$ cat config.mk
export PLATFORM = sky130hd
export DESIGN_NAME = video_top
export DESIGN_NICKNAME = d
export VERILOG_FILES = /design/src/logic/video_pkg.sv /design/src/logic/video_top.sv /design/src/logic/video_out.sv /design/src/logic/video_render.sv /design/src/logic/video_fetch.sv /design/src/logic/video_mode.sv /design/src/logic/video_sync.sv
export SDC_FILE = /design/constraint.sdc
export NUM_CORES = 1
export LEC_CHECK = 0
export BUFFER_PORTS_ARGS = -buffer_cell sky130_fd_sc_hd__buf_2
export CORE_MARGIN = 4
export CORE_UTILIZATION = 61
export CTS_CLUSTER_DIAMETER = 40
export DETAILED_ROUTE_END_ITERATION = 12
export PLACE_DENSITY = 0.89
export SKIP_LAST_GASP = 1
export SLEW_MARGIN = 20
export SYNTH_ARGS = -nofsm -noshare
export SYNTH_HDL_FRONTEND = slang
export SYNTH_SLANG_ARGS = --single-unit
$ cat constraint.sdc
create_clock -name clk -period 4 [get_ports clk]
set_clock_uncertainty 0.2 [all_clocks]
set_input_delay 0.8 -clock clk [delete_from_list [all_inputs] [get_ports clk]]
set_output_delay 0.8 -clock clk [all_outputs]
set_load 0.005 [all_outputs]
$ cat src/logic/video_pkg.sv
// video package: shared widths, render mode codes and the screen word layout
package video_pkg;

	// DRAM side
	localparam int vaddr_w = 21;
	localparam int vword_w = 16;

	// palette index and per-gun DAC width
	localparam int cidx_w = 4;
	localparam int dac_w  = 2;

	// render mode, taken from vconfig bit 0
	localparam logic mode_gfx4 = 1'b0;
	localparam logic mode_attr = 1'b1;

	// word address bits below the page number
	localparam int page_shift = 13;

	// one DRAM screen word, read either as 4bpp pixels or as bitmap plus attribute
	typedef union packed {
		// leftmost pixel in the top nibble
		logic [3:0][cidx_w-1:0] gfx;
		struct packed {
			logic [cidx_w-1:0] paper;
			logic [cidx_w-1:0] ink;
			logic [7:0]        bitmap;
		} attr;
	} video_word_t;

endpackage
$ cat src/logic/video_top.sv
// video top: raster sync, frame config, DRAM fetch, render and palette output
module video_top #(
	parameter int h_pix    = 256,
	parameter int h_border = 32,
	parameter int h_sync   = 32,
	parameter int v_pix    = 192,
	parameter int v_border = 24,
	parameter int v_sync   = 4
) (
	input  logic                           clk,
	input  logic                           rst_n,

	// video DAC
	output logic [video_pkg::dac_w-1:0]    vred,
	output logic [video_pkg::dac_w-1:0]    vgrn,
	output logic [video_pkg::dac_w-1:0]    vblu,

	// syncs
	output logic                           hsync,
	output logic                           vsync,
	output logic                           csync,

	// config, latched every frame
	input  logic [video_pkg::cidx_w-1:0]   border,
	input  logic [7:0]                     vpage,
	input  logic [7:0]                     vconfig,

	// CPU palette write
	input  logic [video_pkg::cidx_w-1:0]   pal_addr,
	input  logic [3*video_pkg::dac_w-1:0]  pal_data,
	input  logic                           pal_we,

	output logic                           int_start,

	// DRAM
	input  logic                           video_strobe,
	input  logic [video_pkg::vword_w-1:0]  video_data,
	output logic [video_pkg::vaddr_w-1:0]  video_addr,
	output logic                           video_go
);

	import video_pkg::*;

	localparam int vcnt_w = $clog2(v_sync + 2*v_border + v_pix);

	logic               pix_ce;
	logic [vcnt_w-1:0]  vcnt;
	logic               active;
	logic               line_start;
	logic               frame_start;
	logic               blank;
	logic               render_mode;
	logic [vaddr_w-1:0] page_base;
	logic [cidx_w-1:0]  border_idx;
	logic [vaddr_w-1:0] words_per_line;
	logic               word_valid;
	video_word_t        word_data;
	logic               word_take;
	logic [cidx_w-1:0]  pix_idx;

	video_sync #(
		.h_pix    (h_pix    ),
		.h_border (h_border ),
		.h_sync   (h_sync   ),
		.v_pix    (v_pix    ),
		.v_border (v_border ),
		.v_sync   (v_sync   )
	) video_sync (
		.clk          (clk          ),
		.rst_n        (rst_n        ),
		.pix_ce       (pix_ce       ),
		.hcnt         (             ),
		.vcnt         (vcnt         ),
		.active       (active       ),
		.line_start   (line_start   ),
		.frame_start  (frame_start  ),
		.blank        (blank        ),
		.hsync        (hsync        ),
		.vsync        (vsync        ),
		.csync        (csync        ),
		.int_start    (int_start    )
	);

	video_mode #(
		.h_pix (h_pix)
	) video_mode (
		.clk            (clk            ),
		.rst_n          (rst_n          ),
		.frame_start    (frame_start    ),
		.vconfig        (vconfig        ),
		.vpage          (vpage          ),
		.border         (border         ),
		.render_mode    (render_mode    ),
		.page_base      (page_base      ),
		.border_idx     (border_idx     ),
		.words_per_line (words_per_line )
	);

	video_fetch #(
		.h_pix    (h_pix    ),
		.v_pix    (v_pix    ),
		.v_border (v_border ),
		.v_sync   (v_sync   )
	) video_fetch (
		.clk            (clk            ),
		.rst_n          (rst_n          ),
		.line_start     (line_start     ),
		.vcnt           (vcnt           ),
		.render_mode    (render_mode    ),
		.page_base      (page_base      ),
		.words_per_line (words_per_line ),
		.video_strobe   (video_strobe   ),
		.video_data     (video_data     ),
		.word_take      (word_take      ),
		.video_addr     (video_addr     ),
		.video_go       (video_go       ),
		.word_valid     (word_valid     ),
		.word_data      (word_data      )
	);

	video_render video_render (
		.clk          (clk          ),
		.rst_n        (rst_n        ),
		.pix_ce       (pix_ce       ),
		.active       (active       ),
		.render_mode  (render_mode  ),
		.border_idx   (border_idx   ),
		.word_valid   (word_valid   ),
		.word_data    (word_data    ),
		.word_take    (word_take    ),
		.pix_idx      (pix_idx      )
	);

	video_out video_out (
		.clk       (clk       ),
		.rst_n     (rst_n     ),
		.pix_ce    (pix_ce    ),
		.blank     (blank     ),
		.pix_idx   (pix_idx   ),
		.pal_addr  (pal_addr  ),
		.pal_data  (pal_data  ),
		.pal_we    (pal_we    ),
		.vred      (vred      ),
		.vgrn      (vgrn      ),
		.vblu      (vblu      )
	);

endmodule

$ cat src/logic/video_out.sv
// video out: writable palette, sync blanking and registered DAC outputs
module video_out (
	input  logic                           clk,
	input  logic                           rst_n,
	input  logic                           pix_ce,
	input  logic                           blank,
	input  logic [video_pkg::cidx_w-1:0]   pix_idx,
	input  logic [video_pkg::cidx_w-1:0]   pal_addr,
	input  logic [3*video_pkg::dac_w-1:0]  pal_data,
	input  logic                           pal_we,
	output logic [video_pkg::dac_w-1:0]    vred,
	output logic [video_pkg::dac_w-1:0]    vgrn,
	output logic [video_pkg::dac_w-1:0]    vblu
);

	import video_pkg::*;

	localparam int pal_depth = 2 ** cidx_w;

	logic [3*dac_w-1:0] pal [pal_depth];
	logic [3*dac_w-1:0] rgb;

	// palette comes up black
	always_ff @(posedge clk) begin
		if (!rst_n) begin
			for (int i = 0; i < pal_depth; i++)
				pal[i] <= '0;
		end else if (pal_we) begin
			pal[pal_addr] <= pal_data;
		end
	end

	always_ff @(posedge clk) begin
		if (!rst_n)
			rgb <= '0;
		else if (pix_ce)
			rgb <= blank ? '0 : pal[pix_idx];
	end

	// rrggbb
	assign vred = rgb[3*dac_w-1:2*dac_w];
	assign vgrn = rgb[2*dac_w-1:dac_w];
	assign vblu = rgb[dac_w-1:0];

endmodule

$ cat src/logic/video_render.sv
// video render: per-pixel decode of screen words into palette indices, border outside
module video_render (
	input  logic                         clk,
	input  logic                         rst_n,
	input  logic                         pix_ce,
	input  logic                         active,
	input  logic                         render_mode,
	input  logic [video_pkg::cidx_w-1:0] border_idx,
	input  logic                         word_valid,
	input  video_pkg::video_word_t       word_data,
	output logic                         word_take,
	output logic [video_pkg::cidx_w-1:0] pix_idx
);

	import video_pkg::*;

	video_word_t cur;
	logic [2:0]  pix_sel;
	logic [2:0]  last_sel;
	logic        load;

	// palette index of pixel sel within one word
	function automatic logic [cidx_w-1:0] word_pixel(
		input video_word_t w,
		input logic        mode,
		input logic [2:0]  sel
	);
		logic [cidx_w-1:0] idx;
		if (mode == mode_attr)
			idx = w.attr.bitmap[3'd7 - sel] ? w.attr.ink : w.attr.paper;
		else
			idx = w.gfx[2'd3 - sel[1:0]];
		return idx;
	endfunction

	assign last_sel  = (render_mode == mode_attr) ? 3'd7 : 3'd3;
	assign load      = active && (pix_sel == 3'd0);
	assign word_take = pix_ce && load && word_valid;

	always_ff @(posedge clk) begin
		if (!rst_n) begin
			pix_sel <= '0;
			pix_idx <= '0;
		end else if (pix_ce) begin
			if (!active) begin
				pix_sel <= '0;
				pix_idx <= border_idx;
			end else if (load) begin
				// an empty buffer here means an underrun, show border and retry
				pix_sel <= word_valid ? 3'd1 : 3'd0;
				pix_idx <= word_valid ? word_pixel(word_data, render_mode, 3'd0)
				                      : border_idx;
			end else begin
				pix_sel <= (pix_sel == last_sel) ? 3'd0 : pix_sel + 3'd1;
				pix_idx <= word_pixel(cur, render_mode, pix_sel);
			end
		end
	end

	// rest of the word after its first pixel
	always_ff @(posedge clk) begin
		if (word_take)
			cur <= word_data;
	end

endmodule

$ cat src/logic/video_fetch.sv
// video fetch: DRAM word address counter, read request and two-word prefetch buffer
module video_fetch #(
	parameter int h_pix    = 256,
	parameter int v_pix    = 192,
	parameter int v_border = 24,
	parameter int v_sync   = 4
) (
	input  logic                                       clk,
	input  logic                                       rst_n,
	input  logic                                       line_start,
	input  logic [$clog2(v_sync+2*v_border+v_pix)-1:0] vcnt,
	input  logic                                       render_mode,
	input  logic [video_pkg::vaddr_w-1:0]              page_base,
	input  logic [video_pkg::vaddr_w-1:0]              words_per_line,
	input  logic                                       video_strobe,
	input  logic [video_pkg::vword_w-1:0]              video_data,
	input  logic                                       word_take,
	output logic [video_pkg::vaddr_w-1:0]              video_addr,
	output logic                                       video_go,
	output logic                                       word_valid,
	output video_pkg::video_word_t                     word_data
);

	import video_pkg::*;

	localparam int vcnt_w     = $clog2(v_sync + 2*v_border + v_pix);
	localparam int v_act_beg  = v_sync + v_border;
	localparam int gfx4_shift = $clog2(h_pix / 4);
	localparam int attr_shift = $clog2(h_pix / 8);

	logic [vcnt_w-1:0]  row;
	logic               line_act;
	logic [vaddr_w-1:0] row_start;
	logic [vaddr_w-1:0] remain;
	logic               push;
	logic               pop;
	logic               wr_ptr;
	logic               rd_ptr;
	logic [1:0]         count;
	video_word_t        fifo [2];

	assign row      = vcnt - vcnt_w'(v_act_beg);
	assign line_act = (vcnt >= v_act_beg) && (vcnt < v_act_beg + v_pix);

	// line lengths are powers of two, so row times length is a shift
	assign row_start = page_base + (vaddr_w'(row) <<
		((render_mode == mode_attr) ? attr_shift : gfx4_shift));

	assign push = video_strobe && video_go;
	assign pop  = word_take && word_valid;

	always_ff @(posedge clk) begin
		if (!rst_n) begin
			video_addr <= '0;
			remain     <= '0;
		end else if (line_start && line_act) begin
			video_addr <= row_start;
			remain     <= words_per_line;
		end else if (push) begin
			video_addr <= video_addr + 1'b1;
			remain     <= remain - 1'b1;
		end
	end

	// only drops after a strobe, so the address holds while requested
	assign video_go = (remain != '0) && (count != 2'd2);

	always_ff @(posedge clk) begin
		if (!rst_n) begin
			wr_ptr <= 1'b0;
			rd_ptr <= 1'b0;
			count  <= '0;
		end else begin
			if (push)
				wr_ptr <= !wr_ptr;
			if (pop)
				rd_ptr <= !rd_ptr;
			count <= count + {1'b0, push} - {1'b0, pop};
		end
	end

	always_ff @(posedge clk) begin
		if (push)
			fifo[wr_ptr] <= video_data;
	end

	assign word_valid = (count != 2'd0);
	assign word_data  = fifo[rd_ptr];

endmodule

$ cat src/logic/video_mode.sv
// video mode: per-frame latch of mode, page and border, and line length decode
module video_mode #(
	parameter int h_pix = 256
) (
	input  logic                          clk,
	input  logic                          rst_n,
	input  logic                          frame_start,
	input  logic [7:0]                    vconfig,
	input  logic [7:0]                    vpage,
	input  logic [video_pkg::cidx_w-1:0]  border,
	output logic                          render_mode,
	output logic [video_pkg::vaddr_w-1:0] page_base,
	output logic [video_pkg::cidx_w-1:0]  border_idx,
	output logic [video_pkg::vaddr_w-1:0] words_per_line
);

	import video_pkg::*;

	// words per active line for each mode
	localparam int gfx4_words = h_pix / 4;
	localparam int attr_words = h_pix / 8;

	// config only changes between frames
	always_ff @(posedge clk) begin
		if (!rst_n) begin
			render_mode <= mode_gfx4;
			page_base   <= '0;
			border_idx  <= '0;
		end else if (frame_start) begin
			// vconfig bits 7:1 are reserved
			render_mode <= vconfig[0];
			page_base   <= vaddr_w'(vpage) << page_shift;
			border_idx  <= border;
		end
	end

	assign words_per_line = (render_mode == mode_attr) ? vaddr_w'(attr_words)
	                                                   : vaddr_w'(gfx4_words);

endmodule

$ cat src/logic/video_sync.sv
// video sync: pixel phase divider, raster counters, syncs, blanking and frame interrupt
module video_sync #(
	parameter int h_pix    = 256,
	parameter int h_border = 32,
	parameter int h_sync   = 32,
	parameter int v_pix    = 192,
	parameter int v_border = 24,
	parameter int v_sync   = 4
) (
	input  logic clk,
	input  logic rst_n,
	output logic pix_ce,
	output logic [$clog2(h_sync+2*h_border+h_pix)-1:0] hcnt,
	output logic [$clog2(v_sync+2*v_border+v_pix)-1:0] vcnt,
	output logic active,
	output logic line_start,
	output logic frame_start,
	output logic blank,
	output logic hsync,
	output logic vsync,
	output logic csync,
	output logic int_start
);

	localparam int h_total   = h_sync + 2*h_border + h_pix;
	localparam int v_total   = v_sync + 2*v_border + v_pix;
	localparam int h_act_beg = h_sync + h_border;
	localparam int v_act_beg = v_sync + v_border;

	logic [1:0] phase;
	logic h_act;
	logic v_act;
	logic hs_raw;
	logic vs_raw;
	logic hs_d1;
	logic vs_d1;

	// four clk per pixel
	always_ff @(posedge clk) begin
		if (!rst_n)
			phase <= '0;
		else
			phase <= phase + 2'd1;
	end

	assign pix_ce = (phase == 2'd3);

	always_ff @(posedge clk) begin
		if (!rst_n) begin
			hcnt <= '0;
			vcnt <= '0;
		end else if (pix_ce) begin
			if (hcnt == h_total - 1) begin
				hcnt <= '0;
				if (vcnt == v_total - 1)
					vcnt <= '0;
				else
					vcnt <= vcnt + 1'b1;
			end else begin
				hcnt <= hcnt + 1'b1;
			end
		end
	end

	assign h_act  = (hcnt >= h_act_beg) && (hcnt < h_act_beg + h_pix);
	assign v_act  = (vcnt >= v_act_beg) && (vcnt < v_act_beg + v_pix);
	assign active = h_act && v_act;

	// high outside the sync periods
	assign hs_raw = (hcnt >= h_sync);
	assign vs_raw = (vcnt >= v_sync);

	assign line_start  = pix_ce && (hcnt == '0);
	assign frame_start = line_start && (vcnt == '0);

	// two pixel delay, same as render plus palette stage
	always_ff @(posedge clk) begin
		if (!rst_n) begin
			hs_d1 <= 1'b1;
			vs_d1 <= 1'b1;
			hsync <= 1'b1;
			vsync <= 1'b1;
			csync <= 1'b1;
		end else if (pix_ce) begin
			hs_d1 <= hs_raw;
			vs_d1 <= vs_raw;
			hsync <= hs_d1;
			vsync <= vs_d1;
			csync <= hs_d1 && vs_d1;
		end
	end

	// first delay stage lines up with the index entering the palette
	assign blank = !(hs_d1 && vs_d1);

	// pulse on the edge where vsync goes low
	always_ff @(posedge clk) begin
		if (!rst_n)
			int_start <= 1'b0;
		else
			int_start <= pix_ce && vsync && !vs_d1;
	end

endmodule

==> results.md <==
### Status
* **run status** finished, final reports clean

### Routing
* **total met2 wirelength after detailed routing** 12540 um
* **wire length on met3** 2258 um
* **DRC violations left** 0
* **top routing layer in use** met4
* **final antenna-violating net count** 0
* **Routed wire per std cell** 19.35 um
* **total length of routed wires** 26050 um
* **met1 wire length** 10480 um
* **count of routing violations after the opening detailed-route iteration** 828
* **routed via count divided by cell count** 6.071
* **via count** 8172
* **1st-pass router iterations** 6

### Yosys
* **top cells by instance count after synthesis** edfxtp_1, and2_1, dfxtp_1
* **leading register cell type out of synthesis** edfxtp_1
* **Ys Warns** 0
* **post-synth top area share** 36.89%
* **total of flip-flops plus latches after synthesis** 246
* **total nets after synthesis** 1062
* **dominant cell type by area after synthesis** edfxtp_1
* **Syn Area/Cell** 11.78 sq um
* **number of instances in the synthesized netlist** 995
* **count of cell types in the netlist** 75
* **async set or reset register ratio after synthesis** 0%
* **mapped cell area** 11720 sq um
* **sequential cell area fraction in the yosys report** 54.31%
* **leading cell types by total area after synthesis** edfxtp_1, dfxtp_1, mux4_2
* **EDFF count, synth** 144
* **top-count cell post-synth** edfxtp_1

### Worst setup path
* **worst reg2reg setup slack** 0.97 ns
* **CP Max Fanout** 28
* **Crit Reg-Reg Endpoint** video_fetch.count[1]
* **crit path capture type** output port
* **crit path launch type** flip-flop
* **R2R depth** 12
* **Data required, critical path** 3.00 ns
* **Critical Setup Path Class** flip-flop to output port
* **launch point of the worst reg-to-reg path** video_render.pix_sel[1]
* **endpoint arrival time on the critical path** 2.36 ns

### Clocking
* **later-pin clock latency in the skew report** 0.52 ns
* **count of hold-fix buffers inserted at cts** 0
* **root buffer cell** clkbuf_16
* **TritonCTS clock tree** built
* **post-CTS setup-driven buffer insertion count** 0
* **maximum count of clock buffers along a single path** 3
* **clock slew seen by the registers of the worst setup and hold paths** 0.06 ns
* **clk sink count** 246
* **Num CTS Buffers** 34
* **number of H-tree levels** 2
* **count of instances resized after the clock tree is built** 0

### Timing
* **Max-slew headroom** 33.57%
* **Slew Limit Fails** 0
* **slew at the pin closest to its max-slew limit** 0.9860 ns
* **count of endpoints failing setup in the final report** 0
* **unrepaired setup endpoints after global routing** no
* **maximum achievable frequency** 297.6 MHz
* **endpoints failing hold** 0
* **final period demand of the worst path** 3.360 ns
* **share of the cycle needed by the critical path after routing** 84.01%
* **Total Neg Setup Slack** 0 ns

### Global routing
* **global routing usage summed across all routing layers** 24.35%
* **first-pass GRT wire length** 42190 um
* **overall overflow remaining after global route** 0
* **vias in the first global route** 8063
* **largest net degree at the start of global routing** 47
* **number of antenna violations at the first check in global routing** 0

### Pwr
* **combinational cell fraction of total power** 22.4%
* **Internal Dissipation** 5406 uW
* **clock network fraction of total power** 37.2%
* **power density cells** 584.3 nW/um^2
* **Switching Fraction** 30.61%
* **IR Drop Worst-Case VDD** 0.4511 mV
* **leakage** 0.004704 uW
* **Flop pwr share** 40.4%
* **Psw** 2385 uW

### Min path
* **hold endpoint** video_sync.phase[0]
* **cell count of the worst hold path** 1
* **type of the tightest min-delay check** flip-flop to flip-flop
* **Hold Crit Start** video_sync.phase[0]

### Layout
* **core occupancy in the finished layout** 70.80%
* **antenna diode count** 0
* **layout-stage area growth over the synthesis result** 13.74%
* **number of nets at the end of the flow** 1128
* **fraction of final layout cells with drive strength greater than 1** 20.72%

### Floorplan
* **initial standard-cell utilization of the core** 62.25%
* **core region area** 18830 sq um
* **Rows** 50
* **count of pins on the block boundary** 82
* **overall die height** 146.6 um
* **die outline width** 146.6 um
* **floorplan die area** 21500 sq um

### Placed design
* **IO Port Bufs** 74
* **Final HPWL DP** 17110 um
* **Final Wtd Congestion** 0.8829

### Run
* **total of max-cap violations** 0

area by class of cell:
| cell class | count | area (sq um) |
|---|---|---|
| clock inverters | 21 | 209.0 |
| multi-input cells | 670 | 4971 |
| fillers | 1221 | 5498 |
| well taps | 260 | 325.3 |
| flip-flops and latches | 246 | 6366 |
| repair buffers | 89 | 483.0 |
| inverters | 20 | 75.07 |
| clock buffers | 40 | 903.4 |
worst max-delay path, stage by stage, from the launching register on:
cell,delay [ns]
dfxtp_1,0.35
or4_4,0.59
nor3b_4,0.28
buf_4,0.35
a21boi_0,0.13
buf_2,0.14
cell usage in the layout, fill, tap and decap left out, types with 15 or more instances in the layout:
cell	netlist	final
mux4_2	34	34
clkbuf_16	0	34
mux2_2	22	22
o21ai_0	48	48
dfxtp_1	102	102
xor2_1	22	22
nor3_1	18	18
edfxtp_1	144	144
nand3_1	22	22
and2_1	102	102
ha_1	16	16
a211oi_1	15	15
nand2_1	55	55
nand4_1	15	15
inv_1	19	19
nor2_1	81	81
buf_4	1	15
buf_2	10	74
a21oi_1	37	37
xnor2_1	44	44
per-stage QoR:
step / setup slack (ns) / power [uW] / area [sq um] / cells / hold slack, ns
final: 0.6398 / 7791 / 13330 / 1346 / 0.2337
after global routing: 0.5245 / 8125 / 13330 / 1346 / 0.2521
after CTS: 0.6425 / 7786 / 13330 / 1346 / 0.2278
after detailed placement: 0.9980 / 4899 / 12220 / 1285 / 0.2140
after global placement: 1.087 / 4841 / 12220 / 1285 / 0.2108
after floorplan: 1.058 / 4648 / 11720 / 995 / 0.1992
sequential cells by signal, indices dropped and copies added, names as in the netlist, 2 cells and up, named ones only:
name and cells:
video_out.pal 96, video_fetch.fifo 32, video_fetch.remain 21, video_fetch.video_addr 21
video_render.cur 16, video_sync.hcnt 9, video_mode.page_base 8, video_sync.vcnt 8
video_out.rgb 6, video_mode.border_idx 4, video_render.pix_idx 4, video_render.pix_sel 3
video_fetch.count 2, video_sync.phase 2
metal layers:
metal	GRT usage [%]	up-vias
met1	33.10	3945
li1	-	3777
met4	7.667	0
met5	0	-
met3	5.649	73
met2	39.18	377
power by group through the flow:
stage / clock network, uW / registers [uW] / logic [uW]
6_report: 2900 / 3150 / 1740
5_1_grt: 3050 / 3170 / 1900
4_1_cts: 2920 / 3150 / 1720
3_5_place_dp: 0 / 3190 / 1710
3_3_place_gp: 0 / 3180 / 1660
2_1_floorplan: 0 / 3150 / 1500
worst max path at each step:
stage / start / to / cells past startpoint
finish: video_fetch.remain[13] / video_go / 5
global route: video_fetch.remain[13] / video_go / 5
CTS: video_fetch.remain[13] / video_go / 5
detailed placement: video_render.pix_sel[1] / video_fetch.count[1] / 12
global placement: video_render.pix_sel[1] / video_fetch.count[1] / 12
floorplan: video_render.pix_sel[0] / video_fetch.count[1] / 13
cell families after synthesis:
logic type | synth area share [%]
AND/OR/NAND/NOR | 16.38
flip-flops | 54.31
AO/OA/AOI/OAI | 9.137
buffers and inverters | 3.287
multiplexers | 10.01
XOR/XNOR | 4.931
adder cells (fa/ha/maj) | 1.879
other | 0.06406
No activity file was read; power rests on OpenSTA's default activity.
